### config.mk
export PLATFORM = sky130hd
export DESIGN_NAME = fsq_top
export DESIGN_NICKNAME = d
export VERILOG_FILES = /design/src/rtl/fsq_pkg.sv /design/src/rtl/commit_tracker.sv /design/src/rtl/fetch_issue.sv /design/src/rtl/fsq_ptr_ctrl.sv /design/src/rtl/fsq_ram.sv /design/src/rtl/fsq_top.sv
export SDC_FILE = /design/constraint.sdc
export NUM_CORES = 2
export LEC_CHECK = 0
export ABC_AREA = 0
export BUFFER_PORTS_ARGS = -buffer_cell sky130_fd_sc_hd__buf_2
export CAP_MARGIN = 15
export CORE_UTILIZATION = 40
export DETAILED_ROUTE_END_ITERATION = 10
export PLACE_DENSITY = 0.66
export SYNTH_ARGS = -nofsm -noshare
export SYNTH_HDL_FRONTEND = slang
export SYNTH_SLANG_ARGS = --single-unit
### constraint.sdc
create_clock -name clk -period 76.7 [get_ports clk]
set_input_delay 3.835 -clock clk [delete_from_list [all_inputs] [get_ports clk]]
set_output_delay 3.835 -clock clk [all_outputs]
set_load 0.02 [all_outputs]
### src/rtl/fsq_pkg.sv
package fsq_pkg;

    // virtual address width
    localparam int vaddr_w = 32;

    // offset of an instruction inside a 16-instruction block
    localparam int offset_w = 4;

    // retired instructions per cycle, 0 to 4
    localparam int commit_w = 3;

    // one fetch stream as produced by the predictor
    typedef struct packed {
        logic [vaddr_w-1:0]  start_addr;
        // offset of the last instruction
        logic [offset_w-1:0] size;
        logic [vaddr_w-1:0]  target;
    } fetch_stream_t;

    // outcome resolved by the backend
    typedef struct packed {
        logic                taken;
        logic [offset_w-1:0] offset;
        logic [vaddr_w-1:0]  target;
    } wb_info_t;

endpackage

### src/rtl/commit_tracker.sv
`timescale 1ns/100ps

module commit_tracker import fsq_pkg::*; #(
    parameter int depth = 8,
    localparam int idx_w = $clog2(depth),
    localparam int acc_w = 8
) (
    input  logic                clk,
    input  logic                rst,
    input  logic [commit_w-1:0] commit_num,
    input  logic                enq_we,
    input  logic [idx_w-1:0]    tail,
    input  logic                redirect_en,
    input  logic [idx_w-1:0]    redirect_idx,
    input  logic [idx_w-1:0]    commit_head,
    input  fetch_stream_t       head_stream,
    input  wb_info_t            head_wb,
    output logic                retire,
    output logic                update_valid,
    output logic [vaddr_w-1:0]  update_start_addr,
    output logic [vaddr_w-1:0]  update_target,
    output logic                update_taken,
    output logic                update_mispred
);
    logic [depth-1:0]    mispred;
    logic [acc_w-1:0]    acc;
    logic [acc_w-1:0]    consumed;
    logic                flagged;
    logic [offset_w-1:0] end_off;
    logic [vaddr_w-1:0]  fall_through;
    logic                pred_taken;

    assign flagged = mispred[commit_head];
    // a mispredicted stream ends at the resolved offset
    assign end_off = flagged ? head_wb.offset : head_stream.size;
    assign retire = acc > acc_w'(end_off);
    assign consumed = retire ? acc_w'(end_off) + acc_w'(1) : '0;

    assign fall_through = head_stream.start_addr
                        + ((vaddr_w'(head_stream.size) + vaddr_w'(1)) << 2);
    assign pred_taken = head_stream.target != fall_through;

    always_ff @(posedge clk or posedge rst) begin
        if (rst) begin
            mispred <= '0;
            acc <= '0;
            update_valid <= 1'b0;
        end else begin
            if (enq_we) begin
                mispred[tail] <= 1'b0;
            end
            if (redirect_en) begin
                mispred[redirect_idx] <= 1'b1;
            end
            acc <= acc + acc_w'(commit_num) - consumed;
            update_valid <= retire;
        end
    end

    always_ff @(posedge clk) begin
        if (retire) begin
            update_start_addr <= head_stream.start_addr;
            update_target <= flagged ? head_wb.target : head_stream.target;
            update_taken <= flagged ? head_wb.taken : pred_taken;
            update_mispred <= flagged;
        end
    end

endmodule

### src/rtl/fetch_issue.sv
`timescale 1ns/100ps

module fetch_issue import fsq_pkg::*; #(
    parameter int depth = 8,
    parameter int cache_credits = 2,
    localparam int idx_w = $clog2(depth),
    localparam int credit_w = $clog2(cache_credits + 1)
) (
    input  logic             clk,
    input  logic             rst,
    input  logic             search_avail,
    input  logic             redirect_en,
    input  logic             cache_credit,
    input  logic [idx_w-1:0] search_head,
    input  fetch_stream_t    search_stream,
    output logic             issue_fire,
    output logic             fetch_valid,
    output logic [idx_w-1:0] fetch_idx,
    output fetch_stream_t    fetch_stream
);
    logic [credit_w-1:0] credits;

    assign issue_fire = search_avail & (credits != '0) & ~redirect_en;

    // flushed requests still hand their credit back
    always_ff @(posedge clk or posedge rst) begin
        if (rst) begin
            credits <= credit_w'(cache_credits);
            fetch_valid <= 1'b0;
        end else begin
            credits <= credits + credit_w'(cache_credit) - credit_w'(issue_fire);
            fetch_valid <= issue_fire;
        end
    end

    always_ff @(posedge clk) begin
        if (issue_fire) begin
            fetch_idx <= search_head;
        end
    end

    // read port already registered at the issuing edge
    assign fetch_stream = search_stream;

endmodule

### src/rtl/fsq_ptr_ctrl.sv
`timescale 1ns/100ps

module fsq_ptr_ctrl #(
    parameter int depth = 8,
    localparam int idx_w = $clog2(depth)
) (
    input  logic             clk,
    input  logic             rst,
    input  logic             pred_en,
    input  logic             redirect_en,
    input  logic [idx_w-1:0] redirect_idx,
    input  logic             issue_fire,
    input  logic             retire,
    output logic [idx_w-1:0] tail,
    output logic [idx_w-1:0] search_head,
    output logic [idx_w-1:0] commit_head,
    output logic [idx_w-1:0] commit_head_next,
    output logic             search_avail,
    output logic             full,
    output logic             enq_we
);
    logic             tdir;
    logic             sdir;
    logic             cdir;
    logic [depth-1:0] dir_table;
    logic [idx_w-1:0] redirect_n1;
    logic             redirect_dir;

    assign redirect_n1 = redirect_idx + 1'b1;
    // stepping past the last slot starts the next lap
    assign redirect_dir = dir_table[redirect_idx] ^ (&redirect_idx);

    assign full = (tail == commit_head) && (tdir != cdir);
    assign search_avail = (search_head != tail) || (sdir != tdir);
    // younger streams die on a redirect, so no enqueue then
    assign enq_we = pred_en & ~full & ~redirect_en;
    assign commit_head_next = retire ? commit_head + 1'b1 : commit_head;

    always_ff @(posedge clk or posedge rst) begin
        if (rst) begin
            tail <= '0;
            tdir <= 1'b0;
            search_head <= '0;
            sdir <= 1'b0;
            commit_head <= '0;
            cdir <= 1'b0;
            dir_table <= '0;
        end else begin
            if (redirect_en) begin
                tail <= redirect_n1;
                tdir <= redirect_dir;
            end else if (enq_we) begin
                tail <= tail + 1'b1;
                tdir <= tdir ^ (&tail);
            end

            // redirect beats a same-cycle issue
            if (redirect_en) begin
                search_head <= redirect_n1;
                sdir <= redirect_dir;
            end else if (issue_fire) begin
                search_head <= search_head + 1'b1;
                sdir <= sdir ^ (&search_head);
            end

            if (retire) begin
                commit_head <= commit_head_next;
                cdir <= cdir ^ (&commit_head);
            end

            if (enq_we) begin
                dir_table[tail] <= tdir;
            end
        end
    end

endmodule

### src/rtl/fsq_ram.sv
`timescale 1ns/100ps

module fsq_ram #(
    parameter int depth = 8,
    parameter int rd_ports = 1,
    parameter type entry_t = logic,
    localparam int idx_w = $clog2(depth)
) (
    input  logic             clk,
    input  logic             rst,
    input  logic             we,
    input  logic [idx_w-1:0] waddr,
    input  entry_t           wdata,
    input  logic [idx_w-1:0] raddr [rd_ports],
    output entry_t           rdata [rd_ports]
);
    entry_t mem [depth];

    always_ff @(posedge clk or posedge rst) begin
        if (rst) begin
            mem <= '{default: '0};
            rdata <= '{default: '0};
        end else begin
            if (we) begin
                mem[waddr] <= wdata;
            end
            // write-first, a read of the entry being written sees new data
            for (int i = 0; i < rd_ports; i++) begin
                rdata[i] <= (we && waddr == raddr[i]) ? wdata : mem[raddr[i]];
            end
        end
    end

endmodule

### src/rtl/fsq_top.sv
`timescale 1ns/100ps

module fsq_top import fsq_pkg::*; #(
    parameter int depth = 8,
    parameter int cache_credits = 2,
    localparam int idx_w = $clog2(depth)
) (
    input  logic                clk,
    input  logic                rst,
    input  logic                pred_en,
    input  fetch_stream_t       pred_stream,
    output logic [idx_w-1:0]    pred_idx,
    output logic                pred_stall,
    input  logic                cache_credit,
    output logic                fetch_valid,
    output logic [idx_w-1:0]    fetch_idx,
    output fetch_stream_t       fetch_stream,
    output logic                cache_flush,
    input  logic                redirect_en,
    input  logic [idx_w-1:0]    redirect_idx,
    input  logic [offset_w-1:0] redirect_offset,
    input  logic                redirect_taken,
    input  logic [vaddr_w-1:0]  redirect_target,
    input  logic [commit_w-1:0] commit_num,
    output logic                squash,
    output logic [vaddr_w-1:0]  squash_target,
    output logic                update_valid,
    output logic [vaddr_w-1:0]  update_start_addr,
    output logic [vaddr_w-1:0]  update_target,
    output logic                update_taken,
    output logic                update_mispred
);
    logic [idx_w-1:0] tail;
    logic [idx_w-1:0] search_head;
    logic [idx_w-1:0] commit_head;
    logic [idx_w-1:0] commit_head_next;
    logic             search_avail;
    logic             full;
    logic             enq_we;
    logic             issue_fire;
    logic             retire;
    logic [idx_w-1:0] stream_raddr [2];
    fetch_stream_t    stream_rdata [2];
    logic [idx_w-1:0] wb_raddr [1];
    wb_info_t         wb_rdata [1];
    wb_info_t         wb_wdata;

    assign pred_idx = tail;
    assign pred_stall = full;
    assign cache_flush = redirect_en;

    // port 0 feeds the cache, port 1 the commit head
    assign stream_raddr[0] = search_head;
    assign stream_raddr[1] = commit_head_next;
    assign wb_raddr[0] = commit_head_next;
    assign wb_wdata = '{taken: redirect_taken, offset: redirect_offset, target: redirect_target};

    fsq_ptr_ctrl #(.depth(depth)) ptr_ctrl_i (
        .clk(clk), .rst(rst), .pred_en(pred_en),
        .redirect_en(redirect_en), .redirect_idx(redirect_idx),
        .issue_fire(issue_fire), .retire(retire),
        .tail(tail), .search_head(search_head), .commit_head(commit_head),
        .commit_head_next(commit_head_next), .search_avail(search_avail),
        .full(full), .enq_we(enq_we)
    );

    fsq_ram #(.depth(depth), .rd_ports(2), .entry_t(fetch_stream_t)) stream_ram (
        .clk(clk), .rst(rst), .we(enq_we), .waddr(tail), .wdata(pred_stream),
        .raddr(stream_raddr), .rdata(stream_rdata)
    );

    fsq_ram #(.depth(depth), .rd_ports(1), .entry_t(wb_info_t)) wb_ram (
        .clk(clk), .rst(rst), .we(redirect_en), .waddr(redirect_idx), .wdata(wb_wdata),
        .raddr(wb_raddr), .rdata(wb_rdata)
    );

    fetch_issue #(.depth(depth), .cache_credits(cache_credits)) fetch_issue_i (
        .clk(clk), .rst(rst), .search_avail(search_avail), .redirect_en(redirect_en),
        .cache_credit(cache_credit), .search_head(search_head),
        .search_stream(stream_rdata[0]), .issue_fire(issue_fire),
        .fetch_valid(fetch_valid), .fetch_idx(fetch_idx), .fetch_stream(fetch_stream)
    );

    commit_tracker #(.depth(depth)) commit_tracker_i (
        .clk(clk), .rst(rst), .commit_num(commit_num), .enq_we(enq_we), .tail(tail),
        .redirect_en(redirect_en), .redirect_idx(redirect_idx),
        .commit_head(commit_head), .head_stream(stream_rdata[1]), .head_wb(wb_rdata[0]),
        .retire(retire), .update_valid(update_valid),
        .update_start_addr(update_start_addr), .update_target(update_target),
        .update_taken(update_taken), .update_mispred(update_mispred)
    );

    // squash goes back to the predictor a cycle after the redirect
    always_ff @(posedge clk or posedge rst) begin
        if (rst) begin
            squash <= 1'b0;
        end else begin
            squash <= redirect_en;
        end
    end

    always_ff @(posedge clk) begin
        if (redirect_en) begin
            squash_target <= redirect_target;
        end
    end

endmodule

==> impl_metrics.ini <==
[floorplan]
dieArea_mm2 = 0.147
core_area_mm2 = 0.144
rows = 139
die_h_um = 384
ioPinCount = 293
initial_core_util_pct = 40.5
die_w_um = 384

[power_and_ir_drop]
vdd_drop_max_mv = 0.0572
power.total_mw = 3.45
p_leak_nw = 27.8
powerDensity_mw_per_mm2 = 52.9

[drt]
ant_nets = 0
drc = 0
totalWireLength_um = 176000
first_iter_violations = 3828
post_drt_wl_per_cell_um = 25.7
firstDrtPassIters = 8
via_per_inst = 6.09
num_vias = 41700

[logic_synthesis]
ys_async_sr_fraction_pct = 91.3
synth_area_mm2 = 0.0583
synth.distinct_cells = 71
synth_top_area_share_pct = 45.2
syn-num-nets = 4944
synth.avg_cell_area_um2 = 12.2
yosysWarnings = 0
synth_edf_count = 101
yosys.area.top_type = dfrtp_1
syn-instance-count = 4792
yosysSeqAreaShare_pct = 50.4
synth_flop_cell = dfrtp_1
synth_seq_cells = 1155
synth_area_leaders = dfrtp_1 (45%), mux2_2 (16%), mux4_2 (6.0%)

[clock_network]
cts_hold_buffers = 0
cts_tree = built
cts_setup_buffers = 0
ctsResizeCount = 0
ctsRootBufferMaster = clkbuf_16
clock-sinks = 1155
clock_path_buffers = 3
cts_buffers = 132
h-tree-depth = 4
cts.clk_slew.worst_paths_ns = 0.06
clock_latency_ns = 0.79

[finish]
fin_cells = 6845
synthToLayoutAreaGrowth_pct = 12.0
final_cell_mix = dfrtp_1 (1048), mux2_2 (838), buf_2 (292)
layout_commonest_cell = dfrtp_1
fin_nets = 4987
drive_above_1_share_pct = 32.2

[worst_hold_path]
worst_hold_path.num_cells = 1
holdPathEnd = commit_tracker_i.mispred[1]
hold_class = reg -> reg
hp-start = commit_tracker_i.mispred[1]

[setup_path]
crit_slowest_cell = dfrtp_4
criticalPathCategory = reg -> reg
rr_startpoint = ptr_ctrl_i.commit_head[2]
start_kind = register
crit_path_frequent_cell = buf_4
worstReg2RegEnd = stream_ram.rdata[5]
r2r_slack_ns = 68.37
path_max_fanout = 66
crit_required_ns = 77.40
cp-end-kind = register
arrival_ns = 9.03
critPathMaxStageDelay_ns = 1.01
path_cells = mux4_2 > mux2i_4 > buf_4 > clkinv_1 > o21ai_0 > ha_1 > nand4_1 > o21a_1 > nor2_4 > buf_4 > a21boi_4 > buf_4 > buf_4 > buf_4 > o221ai_1 > nor2_1 > a21oi_1 > a21oi_1
reg2reg_depth = 18

[place]
dpl.hpwl_um = 104000
place.gp.congestion = 0.883
place.port_buffers = 292
dp.cells = 6604

[timing]
maxSlewHeadroom_pct = 23.9
final.setup_skew_ns = 0.0218
slew_violations = 0
setup_violations = 0
post-route-period-util_pct = 10.9
fin_crit_ns = 8.33
worstMarginPinSlew_ns = 1.14
hold_violations = 0
rsz0062_at_grt = no
fin_tns_setup_ns = 0
max_freq_mhz = 120

[global_routing]
antenna_found_initial = 31
grt_max_degree = 174
grt_pass1_vias = 40600
grt-ovfl-total = 0
grt_usage_pct = 23.6
grt_pass1_wl_um = 263000

[flow_run]
maxCapViolCount = 0

[outcome]
outcome = complete, no violations
==> critical path, delay by kind of cell (launching register included) <==
family | cells | cell delay (ns)
muxes | 2 | 0.59
buffers and inverters | 6 | 3.66
adders and majority gates | 1 | 0.37
AOI/OAI and AO/OA | 6 | 2.01
and+or+nand+nor | 3 | 0.41
DFF | 1 | 1.01
==> worst max path at each step <==
stage / startpoint / endpoint / slack, ns
2_1_floorplan: rst / commit_tracker_i.acc[0] / 43.20
3_3_place_gp: redirect_en / cache_flush / 68.67
3_5_place_dp: ptr_ctrl_i.commit_head[2] / stream_ram.rdata[32] / 68.58
4_1_cts: ptr_ctrl_i.commit_head[2] / stream_ram.rdata[1] / 68.56
5_1_grt: ptr_ctrl_i.commit_head[2] / stream_ram.rdata[1] / 67.88
6_report: ptr_ctrl_i.commit_head[2] / stream_ram.rdata[5] / 68.37
==> final cells by class <==
cell class,count,area [µm²]
fill,12900,78800
sequential,1155,29400
multi-input combinational,3139,26900
clock buffer,199,3870
tap,1903,2380
timing repair buffer,361,2040
clock inverter,34,464
inverter,46,188
antenna,8,20.0
==> registers in the layout (all words and copies together), names as in the netlist <==
signal and flops:
fetch_issue_i.fetch_idx 3, ptr_ctrl_i.tail 3, ptr_ctrl_i.search_head 3, stream_ram.rdata 136
commit_tracker_i.mispred 8, fetch_issue_i.credits 2, commit_tracker_i.update_mispred 1, ptr_ctrl_i.sdir 1
wb_ram.rdata 37, squash 1, fetch_issue_i.fetch_valid 1, ptr_ctrl_i.tdir 1
commit_tracker_i.update_start_addr 32, commit_tracker_i.acc 8, ptr_ctrl_i.cdir 1, squash_target 32
stream_ram.mem 544, ptr_ctrl_i.commit_head 3, commit_tracker_i.update_valid 1, commit_tracker_i.update_taken 1
wb_ram.mem 296, ptr_ctrl_i.dir_table 8, commit_tracker_i.update_target 32
==> routing by layer <==
| layer | up-vias | routed length (µm) | track usage [%] |
|---|---|---|---|
| met1 | 21600 | 75600 | 32.7 |
| li1 | 18000 | - | - |
| met4 | 22 | 6130 | 9.04 |
| met2 | 1784 | 79000 | 35.3 |
| met5 | - | 144 | 0 |
| met3 | 369 | 14800 | 6.05 |
==> synthesized netlist by cell type (5+ instances only) <==
| cell | instances |
|---|---|
| buf_1 | 58 |
| buf_2 | 54 |
| o31ai_1 | 28 |
| a211oi_1 | 152 |
| a21o_1 | 41 |
| a311oi_1 | 24 |
| o22a_1 | 20 |
| o21a_1 | 15 |
| xor2_1 | 23 |
| edfxtp_1 | 101 |
| xnor2_1 | 45 |
| or3_1 | 18 |
| nor3_1 | 81 |
| and3_1 | 9 |
| buf_4 | 41 |
| clkbuf_1 | 288 |
| nand4_1 | 17 |
| nand2b_1 | 16 |
| o22ai_1 | 203 |
| nor2b_1 | 77 |
| o2111ai_1 | 12 |
| buf_6 | 5 |
| dfrtp_1 | 1053 |
| o21ai_0 | 230 |
| nor4_1 | 6 |
| a31oi_1 | 7 |
| nand4b_1 | 5 |
| mux2i_1 | 276 |
| mux4_2 | 156 |
| nor2_1 | 202 |
| a221oi_1 | 14 |
| clkbuf_2 | 6 |
| a21oi_1 | 173 |
| nand2_1 | 278 |
| nand3_1 | 15 |
| mux2_2 | 840 |
| ha_1 | 32 |
| inv_1 | 43 |
| o221ai_1 | 66 |
==> where the power goes <==
| part | total (mW) | switching, mW | internal, mW |
|---|---|---|---|
| clock network | 0.635 | 0.267 | 0.368 |
| logic | 1.67 | 0.927 | 0.738 |
| registers | 1.15 | 0.256 | 0.897 |
| total | 3.45 | 1.45 | 2.00 |
==> stage by stage <==
stage | hold WS [ns] | util [%] | setup slack (ns) | area, µm²
2_1_floorplan | 0.423 | - | 43.20 | 58300
3_3_place_gp | 0.460 | 42.3 | 68.67 | 61000
3_5_place_dp | 0.466 | 42.3 | 68.58 | 61000
4_1_cts | 0.478 | 45.3 | 68.56 | 65300
5_1_grt | 0.498 | 45.3 | 67.88 | 65300
6_report | 0.479 | 45.3 | 68.37 | 65300
==> logic make-up after synthesis <==
family,synth area share [%]
AO/OA/AOI/OAI,11.2
XOR/XNOR,1.02
adder cells (fa/ha/maj),0.824
buffers and inverters,3.66
flip-flops,50.4
multiplexers,27.0
AND/OR/NAND/NOR,5.93
Power figures use the tool's default switching activity.
